[src/hdl/pipe_pkg.sv]
// Shared ALU opcode and operand select encodings; default widths only, modules may override
`default_nettype none

package pipe_pkg;

	//////////////////////////////////////////////////
	// Default widths
	//////////////////////////////////////////////////

	// Operand and result width, 16 also supported
	parameter int DATA_WIDTH = 32;

	// Register address width, 32 registers at 5 bits
	parameter int REG_ADDR_WIDTH = 5;

	//////////////////////////////////////////////////
	// ALU operations
	//////////////////////////////////////////////////

	// Decoded ALU operation carried with each instruction
	typedef enum logic [2:0] {
		ALU_ADD    = 3'd0,
		ALU_SUB    = 3'd1,
		ALU_AND    = 3'd2,
		ALU_OR     = 3'd3,
		ALU_XOR    = 3'd4,
		// Shift amount taken from the low bits of operand B
		ALU_SLL    = 3'd5,
		ALU_SRL    = 3'd6,
		// Result is operand B unchanged
		ALU_PASS_B = 3'd7
	} alu_op_e;

	//////////////////////////////////////////////////
	// Operand sources
	//////////////////////////////////////////////////

	// Where an operand register loads from
	typedef enum logic [1:0] {
		SEL_RF      = 2'd0,
		// Only meaningful for operand B
		SEL_IMM     = 2'd1,
		SEL_EX_FORW = 2'd2,
		SEL_WB_FORW = 2'd3
	} operand_sel_e;

endpackage

`default_nettype wire

[src/hdl/reg_file.sv]
// Two async read ports, one write port; reads do not see a same-cycle write, forwarding covers it
`default_nettype none
`timescale 1ns/10ps

module reg_file #(
	parameter int data_width = pipe_pkg::DATA_WIDTH,
	parameter int addr_width = pipe_pkg::REG_ADDR_WIDTH
) (
	input  wire logic                  clk,
	input  wire logic                  arst_n,
	// Read addresses from decode
	input  wire logic [addr_width-1:0] ra,
	input  wire logic [addr_width-1:0] rb,
	// Write port fed by writeback
	input  wire logic [addr_width-1:0] rd,
	input  wire logic                  wen,
	input  wire logic [data_width-1:0] wdata,
	// Read data
	output logic      [data_width-1:0] data_a,
	output logic      [data_width-1:0] data_b
);

	// One entry per register address
	localparam int depth = 1 << addr_width;

	logic [data_width-1:0] regs [depth];

	//////////////////////////////////////////////////
	// Write port
	//////////////////////////////////////////////////

	// Reset clears the whole array
	// Register 0 is never written
	always_ff @(posedge clk or negedge arst_n) begin
		if (!arst_n) begin
			for (int i = 0; i < depth; i++) begin
				regs[i] <= '0;
			end
		end else if (wen && (rd != '0)) begin
			regs[rd] <= wdata;
		end
	end

	//////////////////////////////////////////////////
	// Read ports
	//////////////////////////////////////////////////

	// Combinational from address to data
	// Register 0 reads as zero
	assign data_a = (ra == '0) ? '0 : regs[ra];
	assign data_b = (rb == '0) ? '0 : regs[rb];

endmodule

`default_nettype wire

[src/hdl/forward_ctrl.sv]
// Hazard check against execute and writeback only; callers must keep ex_wen and wb_wen low for bubbles
`default_nettype none
`timescale 1ns/10ps

module forward_ctrl #(
	parameter int addr_width = pipe_pkg::REG_ADDR_WIDTH
) (
	// Source registers of the instruction in decode
	input  wire logic [addr_width-1:0] ra,
	input  wire logic [addr_width-1:0] rb,
	input  wire logic                  use_imm,
	// Producer now in execute
	input  wire logic [addr_width-1:0] ex_rd,
	input  wire logic                  ex_wen,
	// Producer now in writeback
	input  wire logic [addr_width-1:0] wb_rd,
	input  wire logic                  wb_wen,
	// Operand source selects
	output pipe_pkg::operand_sel_e     sel_a,
	output pipe_pkg::operand_sel_e     sel_b
);

	// Pick the newest producer of a source register
	// Execute holds the younger result, so it wins over writeback
	function automatic pipe_pkg::operand_sel_e pick_source(
		input logic [addr_width-1:0] src
	);
		pipe_pkg::operand_sel_e sel;
		sel = pipe_pkg::SEL_RF;
		// Register 0 is constant, never forwarded
		if (src != '0) begin
			if (ex_wen && (ex_rd == src)) begin
				sel = pipe_pkg::SEL_EX_FORW;
			end else if (wb_wen && (wb_rd == src)) begin
				sel = pipe_pkg::SEL_WB_FORW;
			end
		end
		return sel;
	endfunction

	//////////////////////////////////////////////////
	// Select generation
	//////////////////////////////////////////////////

	// Operand A always comes from a register
	always_comb begin
		sel_a = pick_source(ra);
	end

	// Immediate overrides any hazard on B
	always_comb begin
		if (use_imm) begin
			sel_b = pipe_pkg::SEL_IMM;
		end else begin
			sel_b = pick_source(rb);
		end
	end

endmodule

`default_nettype wire

[src/hdl/operand_muxes.sv]
// Operand registers for execute; a decode freeze inserts a bubble, operands are then held stable
`default_nettype none
`timescale 1ns/10ps

module operand_muxes #(
	parameter int data_width = pipe_pkg::DATA_WIDTH
) (
	input  wire logic                   clk,
	input  wire logic                   arst_n,
	// Freeze pair, execute side and decode side
	input  wire logic                   id_freeze,
	input  wire logic                   ex_freeze,
	// Candidate operand values
	input  wire logic [data_width-1:0]  rf_data_a,
	input  wire logic [data_width-1:0]  rf_data_b,
	input  wire logic [data_width-1:0]  ex_forw,
	input  wire logic [data_width-1:0]  wb_forw,
	input  wire logic [data_width-1:0]  imm,
	// Selects from forwarding control
	input  pipe_pkg::operand_sel_e      sel_a,
	input  pipe_pkg::operand_sel_e      sel_b,
	// Registered operands into execute
	output logic      [data_width-1:0]  operand_a,
	output logic      [data_width-1:0]  operand_b
);

	logic [data_width-1:0] muxed_a;
	logic [data_width-1:0] muxed_b;

	// Set once a decode freeze has been captured
	logic saved;

	//////////////////////////////////////////////////
	// Source muxes
	//////////////////////////////////////////////////

	// Operand A, no immediate path
	always_comb begin
		case (sel_a)
			pipe_pkg::SEL_EX_FORW: muxed_a = ex_forw;
			pipe_pkg::SEL_WB_FORW: muxed_a = wb_forw;
			default:               muxed_a = rf_data_a;
		endcase
	end

	// Operand B, immediate allowed
	always_comb begin
		case (sel_b)
			pipe_pkg::SEL_IMM:     muxed_b = imm;
			pipe_pkg::SEL_EX_FORW: muxed_b = ex_forw;
			pipe_pkg::SEL_WB_FORW: muxed_b = wb_forw;
			default:               muxed_b = rf_data_b;
		endcase
	end

	//////////////////////////////////////////////////
	// Operand registers
	//////////////////////////////////////////////////

	// Execute frozen: everything holds
	// First decode freeze cycle: capture once, then hold through the bubble
	// Both freezes clear: load the accepted instruction and drop the flag
	always_ff @(posedge clk or negedge arst_n) begin
		if (!arst_n) begin
			operand_a <= '0;
			operand_b <= '0;
			saved     <= 1'b0;
		end else if (!ex_freeze) begin
			if (id_freeze) begin
				if (!saved) begin
					operand_a <= muxed_a;
					operand_b <= muxed_b;
					saved     <= 1'b1;
				end
			end else begin
				operand_a <= muxed_a;
				operand_b <= muxed_b;
				saved     <= 1'b0;
			end
		end
	end

endmodule

`default_nettype wire

[src/hdl/exec_stage.sv]
// Single-cycle ALU only; shifts use the low log2(data_width) bits of B, no overflow or flags
`default_nettype none
`timescale 1ns/10ps

module exec_stage #(
	parameter int data_width = pipe_pkg::DATA_WIDTH,
	parameter int addr_width = pipe_pkg::REG_ADDR_WIDTH
) (
	input  wire logic                  clk,
	input  wire logic                  arst_n,
	// Stall from outside, freezes both stage registers
	input  wire logic                  hold,
	// Instruction leaving decode
	input  wire logic                  id_valid,
	input  pipe_pkg::alu_op_e          op,
	input  wire logic [addr_width-1:0] rd,
	// Operands from the operand registers
	input  wire logic [data_width-1:0] operand_a,
	input  wire logic [data_width-1:0] operand_b,
	// Execute stage state, result forwarded combinationally
	output logic      [addr_width-1:0] ex_rd,
	output logic                       ex_wen,
	output logic      [data_width-1:0] ex_forw,
	// Writeback register
	output logic      [addr_width-1:0] wb_rd,
	output logic                       wb_wen,
	output logic      [data_width-1:0] wb_forw
);

	// Shift amount width
	localparam int shamt_width = $clog2(data_width);

	pipe_pkg::alu_op_e      ex_op;
	logic [data_width-1:0]  alu_result;
	logic [shamt_width-1:0] shamt;

	//////////////////////////////////////////////////
	// Execute control registers
	//////////////////////////////////////////////////

	// Stage valid bits; a bubble enters when decode has nothing
	// rd 0 never writes, so its valid is dropped here
	always_ff @(posedge clk or negedge arst_n) begin
		if (!arst_n) begin
			ex_wen <= 1'b0;
			wb_wen <= 1'b0;
		end else if (!hold) begin
			ex_wen <= id_valid && (rd != '0);
			wb_wen <= ex_wen;
		end
	end

	// Payload, only meaningful alongside the valid bits
	always_ff @(posedge clk) begin
		if (!hold) begin
			ex_op   <= op;
			ex_rd   <= rd;
			wb_rd   <= ex_rd;
			wb_forw <= alu_result;
		end
	end

	//////////////////////////////////////////////////
	// ALU
	//////////////////////////////////////////////////

	assign shamt = operand_b[shamt_width-1:0];

	always_comb begin
		case (ex_op)
			pipe_pkg::ALU_ADD:    alu_result = operand_a + operand_b;
			pipe_pkg::ALU_SUB:    alu_result = operand_a - operand_b;
			pipe_pkg::ALU_AND:    alu_result = operand_a & operand_b;
			pipe_pkg::ALU_OR:     alu_result = operand_a | operand_b;
			pipe_pkg::ALU_XOR:    alu_result = operand_a ^ operand_b;
			pipe_pkg::ALU_SLL:    alu_result = operand_a << shamt;
			pipe_pkg::ALU_SRL:    alu_result = operand_a >> shamt;
			pipe_pkg::ALU_PASS_B: alu_result = operand_b;
			default:              alu_result = '0;
		endcase
	end

	// Forward path for the instruction now in decode
	assign ex_forw = alu_result;

endmodule

`default_nettype wire

[src/hdl/exec_pipe_top.sv]
// Decoded ALU instructions only; hold stalls everything, a missing instruction inserts a bubble
`default_nettype none
`timescale 1ns/10ps

module exec_pipe_top #(
	parameter int data_width = pipe_pkg::DATA_WIDTH,
	parameter int addr_width = pipe_pkg::REG_ADDR_WIDTH
) (
	input  wire logic                  clk,
	input  wire logic                  arst_n,
	// Decoded instruction
	input  wire logic                  in_valid,
	input  pipe_pkg::alu_op_e          in_op,
	input  wire logic [addr_width-1:0] in_rd,
	input  wire logic [addr_width-1:0] in_ra,
	input  wire logic [addr_width-1:0] in_rb,
	input  wire logic [data_width-1:0] in_imm,
	input  wire logic                  in_use_imm,
	// External stall
	input  wire logic                  hold,
	output logic                       in_ready,
	// Retired results
	output logic                       wb_valid,
	output logic      [addr_width-1:0] wb_rd,
	output logic      [data_width-1:0] wb_data
);

	logic                   ex_freeze;
	logic                   id_freeze;
	logic                   rf_wen;
	logic [data_width-1:0]  rf_data_a;
	logic [data_width-1:0]  rf_data_b;
	logic [data_width-1:0]  operand_a;
	logic [data_width-1:0]  operand_b;
	logic [data_width-1:0]  ex_forw;
	logic [data_width-1:0]  wb_forw;
	logic [addr_width-1:0]  ex_rd;
	logic                   ex_wen;
	logic                   wb_wen;
	pipe_pkg::operand_sel_e sel_a;
	pipe_pkg::operand_sel_e sel_b;

	//////////////////////////////////////////////////
	// Freeze and handshake
	//////////////////////////////////////////////////

	assign ex_freeze = hold;
	assign id_freeze = !in_valid;
	assign in_ready  = !hold;

	// Register file only retires when the pipe moves
	assign rf_wen   = wb_wen && !hold;
	assign wb_valid = wb_wen;
	assign wb_data  = wb_forw;

	//////////////////////////////////////////////////
	// Stages
	//////////////////////////////////////////////////

	reg_file #(.data_width(data_width), .addr_width(addr_width)) reg_file_i (
		.clk(clk), .arst_n(arst_n),
		.ra(in_ra), .rb(in_rb),
		.rd(wb_rd), .wen(rf_wen), .wdata(wb_forw),
		.data_a(rf_data_a), .data_b(rf_data_b)
	);

	forward_ctrl #(.addr_width(addr_width)) forward_ctrl_i (
		.ra(in_ra), .rb(in_rb), .use_imm(in_use_imm),
		.ex_rd(ex_rd), .ex_wen(ex_wen),
		.wb_rd(wb_rd), .wb_wen(wb_wen),
		.sel_a(sel_a), .sel_b(sel_b)
	);

	operand_muxes #(.data_width(data_width)) operand_muxes_i (
		.clk(clk), .arst_n(arst_n),
		.id_freeze(id_freeze), .ex_freeze(ex_freeze),
		.rf_data_a(rf_data_a), .rf_data_b(rf_data_b),
		.ex_forw(ex_forw), .wb_forw(wb_forw), .imm(in_imm),
		.sel_a(sel_a), .sel_b(sel_b),
		.operand_a(operand_a), .operand_b(operand_b)
	);

	// in_valid doubles as the accept, hold already freezes the stage
	exec_stage #(.data_width(data_width), .addr_width(addr_width)) exec_stage_i (
		.clk(clk), .arst_n(arst_n), .hold(hold),
		.id_valid(in_valid), .op(in_op), .rd(in_rd),
		.operand_a(operand_a), .operand_b(operand_b),
		.ex_rd(ex_rd), .ex_wen(ex_wen), .ex_forw(ex_forw),
		.wb_rd(wb_rd), .wb_wen(wb_wen), .wb_forw(wb_forw)
	);

endmodule

`default_nettype wire

[config.mk]
export PLATFORM = sky130hd
export DESIGN_NAME = exec_pipe_top
export DESIGN_NICKNAME = d
export VERILOG_FILES = /design/src/hdl/pipe_pkg.sv /design/src/hdl/reg_file.sv /design/src/hdl/forward_ctrl.sv /design/src/hdl/operand_muxes.sv /design/src/hdl/exec_stage.sv /design/src/hdl/exec_pipe_top.sv
export SDC_FILE = /design/constraint.sdc
export NUM_CORES = 2
export LEC_CHECK = 0
export BUFFER_PORTS_ARGS = -buffer_cell sky130_fd_sc_hd__clkbuf_2
export CAP_MARGIN = 25
export CORE_MARGIN = 2
export CORE_UTILIZATION = 30
export CTS_CLUSTER_DIAMETER = 200
export DETAILED_ROUTE_END_ITERATION = 7
export SLEW_MARGIN = 40
export SYNTH_ARGS = -nofsm -noshare
export SYNTH_HDL_FRONTEND = slang
export SYNTH_HIERARCHICAL = 1
export SYNTH_SLANG_ARGS = --single-unit
export TNS_END_PERCENT = 1
[constraint.sdc]
create_clock -name clk -period 4.32 [get_ports clk]
set_input_delay 0.216 -clock clk [delete_from_list [all_inputs] [get_ports clk]]
set_output_delay 0.216 -clock clk [all_outputs]
set_load 0.03 [all_outputs]
* Yosys cells after proc, flatten, opt, wreduce, memory -nomap -nowiden
Index checks and enable logic that the tools add are counted.
W data, S select, Z words.
** Cells by class
- $add $sub $neg :: 2
- Bitwise gates (word level) :: 7
- Magnitude comparators :: 4
- Shifts and indexed selects :: 2
- Equality and inequality tests :: 17
- Mux-type cells :: 26
- Reductions and logical operators :: 17
** Operators with widths (number)
- $bwmux W1024 :: 1
- $mux W32 :: 11
- $bmux W32 S5 :: 2
- $pmux W32 S8 :: 1
- $demux W32 S5 :: 1
- $pmux W32 S3 :: 1
- $pmux W32 S2 :: 1
- $add A32 B32 Y32 :: 1
- $and A32 B32 Y32 :: 1
- $or A32 B32 Y32 :: 1
- $shl A32 B5 Y32 :: 1
- $shr A32 B5 Y32 :: 1
- $sub A32 B32 Y32 :: 1
- $xor A32 B32 Y32 :: 1
- $eq A5 B5 Y1 :: 4
- $reduce_bool A5 Y1 :: 4
- $ge A6 B6 Y1 const B :: 3
- $not A5 Y6 :: 3
- $mux W2 :: 7
- $eq A3 B3 Y1 const B :: 4
- $logic_not A5 Y1 :: 2
- $eq A2 B2 Y1 const B :: 4
- $logic_and A1 B1 Y1 :: 8
- $eq A3 B2 Y1 const B :: 2
- other kinds (9) :: 9
** Storage, ports and cells
- Flip-flop bits (word level) :: 1136
- Output and inout bits :: 39
- Bits of input ports :: 55

* Depth between registers and ports, before layout
- Depth in word-level cells :: 10
- Mapped depth :: 25
- Gate-level depth less buffers :: 20

* Cells and area by module
The synthesis kept the hierarchy.
** Modules (own cells, without submodules)
- reg_file :: area each 54369.6 um^2, times used 1, sequential area each 25624.6 um^2, cells each 3621
- exec_stage :: area each 9251.4 um^2, times used 1, sequential area each 1401.3 um^2, cells each 1109
- operand_muxes :: area each 3942.5 um^2, times used 1, sequential area each 1626.6 um^2, cells each 362
- forward_ctrl :: area each 291.5 um^2, times used 1, sequential area each 0.0 um^2, cells each 40
- exec_pipe_top :: area each 13.8 um^2, times used 1, sequential area each 0.0 um^2, cells each 3

* Least setup slack after synthesis
OpenSTA, ideal clock, no wires.
- Path type :: reg2reg
- From :: reg operand_muxes_i.operand_b[0]
- To :: reg operand_muxes_i.operand_a[27]
- Path slack :: 73 ps
- Library setup time :: 64 ps
- Data arrival time :: 4183 ps
- Path buffers :: 5
- Cell stages (with the launch flop) :: 23
- Data required time :: 4256 ps
- Cells stage by stage :: dfrtp_1 -> buf_6 -> buf_12 -> buf_4 -> buf_4 -> inv_1 -> ha_1 -> nand4_1 -> nor2b_1 -> nand2b_1 -> nor2_1 -> nor2_1 -> xnor2_1 -> ha_1 -> clkbuf_1 -> nand2_1 -> or4_1 -> o21ai_0 -> xnor2_1 -> o211ai_1 -> mux2i_1 -> a211oi_1 -> a21o_1
** Between the ends
- Word-level cells in the longest chain between the ends :: 5
- Elaborated cells between the ends (all ways) :: 8
- Classes of those cells :: 2 x add/sub; 2 x shift; 4 x mux
** Ends and longest elaborated chain
- start, declared :: line operand_muxes.sv:24 : output logic [data_width-1:0] operand_b
- start signal, assigned :: line operand_muxes.sv:72 : operand_b <= muxed_b;
- start signal, assigned :: line operand_muxes.sv:77 : operand_b <= muxed_b;
- $sub A32 B32 Y32, or another cell as far along :: line exec_stage.sv:72 : pipe_pkg::ALU_SUB: alu_result = operand_a - operand_b;
- $pmux W32 S8 (*) :: line exec_stage.sv:70 : case (ex_op)
- named net ex_forw[27] :: line exec_pipe_top.sv:35 : logic [data_width-1:0] ex_forw;
- $pmux W32 S2 (*) :: line operand_muxes.sv:39 : case (sel_a)
- $mux W32 :: line operand_muxes.sv:70 : if (!saved) begin
- $mux W32 (*) :: line operand_muxes.sv:69 : if (id_freeze) begin
- end signal, assigned :: line operand_muxes.sv:71 : operand_a <= muxed_a;
- end signal, assigned :: line operand_muxes.sv:76 : operand_a <= muxed_a;
- end, declared :: line operand_muxes.sv:23 : output logic [data_width-1:0] operand_a,
The timed path passes the listed nets; every way through them passes the cells marked *. The select of a mux whose other input is x is not followed.
A chain may end at the register's enable or synchronous reset.

* Worst setup path after layout
- From :: reg operand_muxes_i.operand_b[10]
- To :: reg operand_muxes_i.operand_a[19]
** Between the ends
- Word-level cells in the longest chain between the ends :: 5
- Elaborated cells between the ends (all ways) :: 6
- Classes of those cells :: 2 x add/sub; 4 x mux
** Ends and longest elaborated chain (line)
- $sub A32 B32 Y32 / $add A32 B32 Y32 (equally long branches) :: exec_stage.sv:72, exec_stage.sv:71
- $pmux W32 S8 (*) :: exec_stage.sv:70
- named net ex_forw[19] :: exec_pipe_top.sv:35
- $pmux W32 S2 (*) :: operand_muxes.sv:39
- $mux W32 :: operand_muxes.sv:70
- $mux W32 (*) :: operand_muxes.sv:69
Marked as above.

==> impl_metrics.toml <==
[route]
wl_per_cell_um = 29.53
antenna_left = 0
viasPerCell = 5.895
drc = 4
first_pass_iters = 8
drtIter0Drc = 5597
wl_mm = 245.9
vias = 49090

[critical_path]
rr_endpoint = "operand_muxes_i/operand_a[19]$_DFFE_PN0P_"
critPathRequiredTime_ns = 5.00
cpPeakStageDelay_ns = 0.42
worstPathMaxFanout = 4
setup.worst_path.end_class = "flip-flop"
cp_cell_sequence = "or3_4 > nor3_4 > buf_6 > buf_4 > nor2b_1 > buf_4 > a31oi_1 > xnor2_1 > ha_1 > a21o_1 > a211o_1 > nor2_2 > o2bb2ai_4 > nor2_1 > xnor2_1 > buf_4 > o21ai_0 > buf_4 > mux2i_1 > a211oi_1 > a21o_1"
crit_slowest_cell = "or3_4"
cp.arrival_ns = 4.92
rr_startpoint = "operand_muxes_i/operand_b[10]$_DFFE_PN0P_"
reg2reg_depth = 21
worst_path_most_repeated_cell = "buf_4"
cp-start-kind = "flip-flop"
path_class = "reg2reg"
r2r_slack_ns = 0.07

[sta]
rsz0062_at_grt = "true"
period_needed_ns = 4.246
setup_viol = 0
fin_tns_setup_ns = 0
finalMaxSlewViolations = 0
post-route-period-util_pct = 98.30
clock_skew_ns = 0.06062
whs_ns = 0.03289
slew_headroom_pct = 33.97
finalHoldViolations = 0
clock.fmax_ghz = 0.2355
worst_slew_pin_slew_ns = 0.9905

[yosys]
synth_edf_count = 45
syn_area_per_cell_um2 = 13.22
netlist_area_mm2 = 0.06787
yosysWarningCount = 6
async_flop_share_pct = 96.04
netlist-cell-type-count = 78
synth_cells = 5135
synth-seq-area-share_pct = 42.22
ys_ff_latch = 1136
synth-main-ff-cell = "dfrtp_1"
synth_fp_nets = 5288

[cts]
clk_pin_slew_ns = 0.06
clock_sinks = 1136
cts_tree = "done"
clk_latency_ns = 0.78
htree_levels = 3
cts_buffer_depth = 3
root_buffer = "clkbuf_16"
cts_buffers = 121

[pwr]
total_power_mw = 34.38
pwr_density_cell_mw_per_mm2 = 440.4
leakagePower_nw = 34.31
ir_drop_v = 0.0003313

[global_route]
grt_antenna_before_repair = 5
grt-ovfl-total = 0
first_global_vias = 49570
grt_pass1_wl_mm = 356.5
grt_max_degree = 117
grt_usage_pct = 20.90

[status]
violations = "design-rule violations"
status = "finished with violations"

[placement]
dp_hpwl_mm = 160.7
port_buffers = 93
gp_congestion = 0.9742

[layout]
nets = 5387
fillers = 21790
syn2layout_area_growth_pct = 15.03
drive_above_1_share_pct = 44.00

[flow_run]
max-cap-violations = 0

[die]
core-area_mm2 = 0.2249
die_area_mm2 = 0.2301
ios = 94
die_h_um = 479.6
initial_utilization_pct = 30.18
placementRows = 174
die_w_um = 479.6

[min_path]
hold_class = "in2async"
[flip-flops by register name, indices dropped and copies added, names as in the netlist]
signal	count
reg_file_i/regs	1024
exec_stage_i/wb_forw	32
operand_muxes_i/operand_a	32
operand_muxes_i/operand_b	32
exec_stage_i/ex_rd	5
exec_stage_i/wb_rd	5
exec_stage_i/ex_op	3
exec_stage_i/ex_wen	1
exec_stage_i/wb_wen	1
operand_muxes_i/saved	1
[cell usage in the layout, fill, tap and decap left out, drive strengths merged, types with 20 or more instances in the layout]
cell and n:
nand2 176, a221oi 56, nor2b 81, mux2i 304
inv 82, xnor2 50, ha 97, a211oi 105
dlygate4sd3 31, clkinv 36, a311oi 65, edfxtp 45
o221ai 40, dfrtp 1091, o21ai 183, o211ai 20
nand3 21, nor3 25, mux4 498, a22oi 76
mux2 1062, a21o 43, a22o 23, xor2 24
a21oi 74, buf 404, nor2 172, clkbuf 269
[cells in the mapped netlist (16+ instances only)]
cell,n,share of area (%)
a22oi_1,76,0.84
nor2b_1,81,0.75
a211oi_1,101,1.1
nor2_1,172,0.95
buf_4,42,0.46
xnor2_1,50,0.65
mux4_2,497,16
nand3_1,21,0.15
o2111ai_1,19,0.25
a22o_1,23,0.30
inv_1,80,0.44
edfxtp_1,45,2.0
a221oi_1,54,0.70
a21oi_1,73,0.54
buf_2,191,1.4
mux2i_1,304,4.5
a21o_1,43,0.48
mux2_2,1051,17
o211ai_1,20,0.22
nor3_1,25,0.18
xor2_1,24,0.31
ha_1,97,1.8
clkbuf_1,275,1.5
o221ai_1,40,0.52
a222oi_1,16,0.24
o21ai_0,171,1.3
a311oi_1,65,0.84
nand2_1,176,0.97
dfrtp_1,1091,40
[cell type report]
class	instances	area, µm²	area share, %
Clock inverter	38	341.6	0.4375
Clock buffer	183	3581	4.587
Multi-Input combinational cell	3373	36800	47.14
Tap cell	2992	3744	4.795
Sequential cell	1136	28660	36.71
Timing Repair Buffer	521	4627	5.927
Antenna cell	3	7.507	0.009616
Inverter	81	306.5	0.3927
[kinds of logic after synthesis]
kind of cell | share of synthesized area [%]
muxes | 38.64
DFF | 42.22
AOI/OAI and AO/OA | 8.274
buffers and inverters | 4.318
and+or+nand+nor | 3.777
adders and majority gates | 1.818
xor gates and xnor gates | 0.9550
[worst max path at each step]
stage	startpoint	end	slack (ns)	depth (start not counted)
finish	operand_muxes_i/operand_b[10]$_DFFE_PN0P_	operand_muxes_i/operand_a[19]$_DFFE_PN0P_	0.07	21
global route	operand_muxes_i/operand_b[10]$_DFFE_PN0P_	operand_muxes_i/operand_a[27]$_DFFE_PN0P_	-0.10	23
CTS	operand_muxes_i/operand_b[10]$_DFFE_PN0P_	operand_muxes_i/operand_a[28]$_DFFE_PN0P_	-0.03	20
detailed placement	operand_muxes_i/operand_b[10]$_DFFE_PN0P_	operand_muxes_i/operand_a[31]$_DFFE_PN0P_	-0.18	20
global placement	operand_muxes_i/operand_b[10]$_DFFE_PN0P_	operand_muxes_i/operand_a[31]$_DFFE_PN0P_	-0.17	20
floorplan	operand_muxes_i/operand_b[0]$_DFFE_PN0P_	operand_muxes_i/operand_a[27]$_DFFE_PN0P_	0.07	22
[layer usage]
layer | share of wire [%] | routed length [µm] | track usage (%) | vias to the layer above
li1 | - | - | - | 19970
met1 | 41 | 102000 | 28.31 | 26200
met2 | 46 | 111900 | 32.29 | 2362
met3 | 7.8 | 19270 | 4.123 | 549
met4 | 5.1 | 12640 | 9.473 | 4
met5 | 0.012 | 30 | 0 | -
[where the power goes]
| part | total, mW | internal (mW) | switching, mW | leakage (nW) |
|---|---|---|---|---|
| combinational | 10.1 | 4.79 | 5.31 | 17.2 |
| clock | 10.3 | 5.77 | 4.57 | 1.95 |
| sequential | 13.9 | 12.5 | 1.47 | 15.2 |
[through the flow]
stage / setup slack [ns] / utilization [%] / cells / instance area (µm²)
finish: 0.07363 / 34.71 / 8327 / 78070
CTS: -0.02539 / 34.58 / 8316 / 77780
global route: -0.1012 / 34.71 / 8326 / 78060
detailed placement: -0.1842 / 32.68 / 8064 / 73490
floorplan: 0.07287 / - / 5135 / 67870
global placement: -0.1689 / 32.44 / 8028 / 72960
[critical path: cells and delay by family, from the launching register on]
kind | cells | cell delay, ns
flip-flops | 1 | 0.40
XOR/XNOR | 2 | 0.41
buffers and inverters | 5 | 0.73
AO/OA/AOI/OAI | 7 | 1.24
AND/OR/NAND/NOR | 5 | 0.90
adder cells (fa/ha/maj) | 1 | 0.33
multiplexers | 1 | 0.12
[what timing repair did]
| action | 4_1_cts | 5_1_grt |
|---|---|---|
| setup endpoints to repair | 18 | 37 |
| resized for setup | 12 | 44 |
| pin swaps | 2 | 19 |
| hold buffers | 31 | 0 |
| buffers inserted | 0 | 6 |
| hold endpoints to repair | 707 | 0 |
Power figures use the tool's default switching activity.
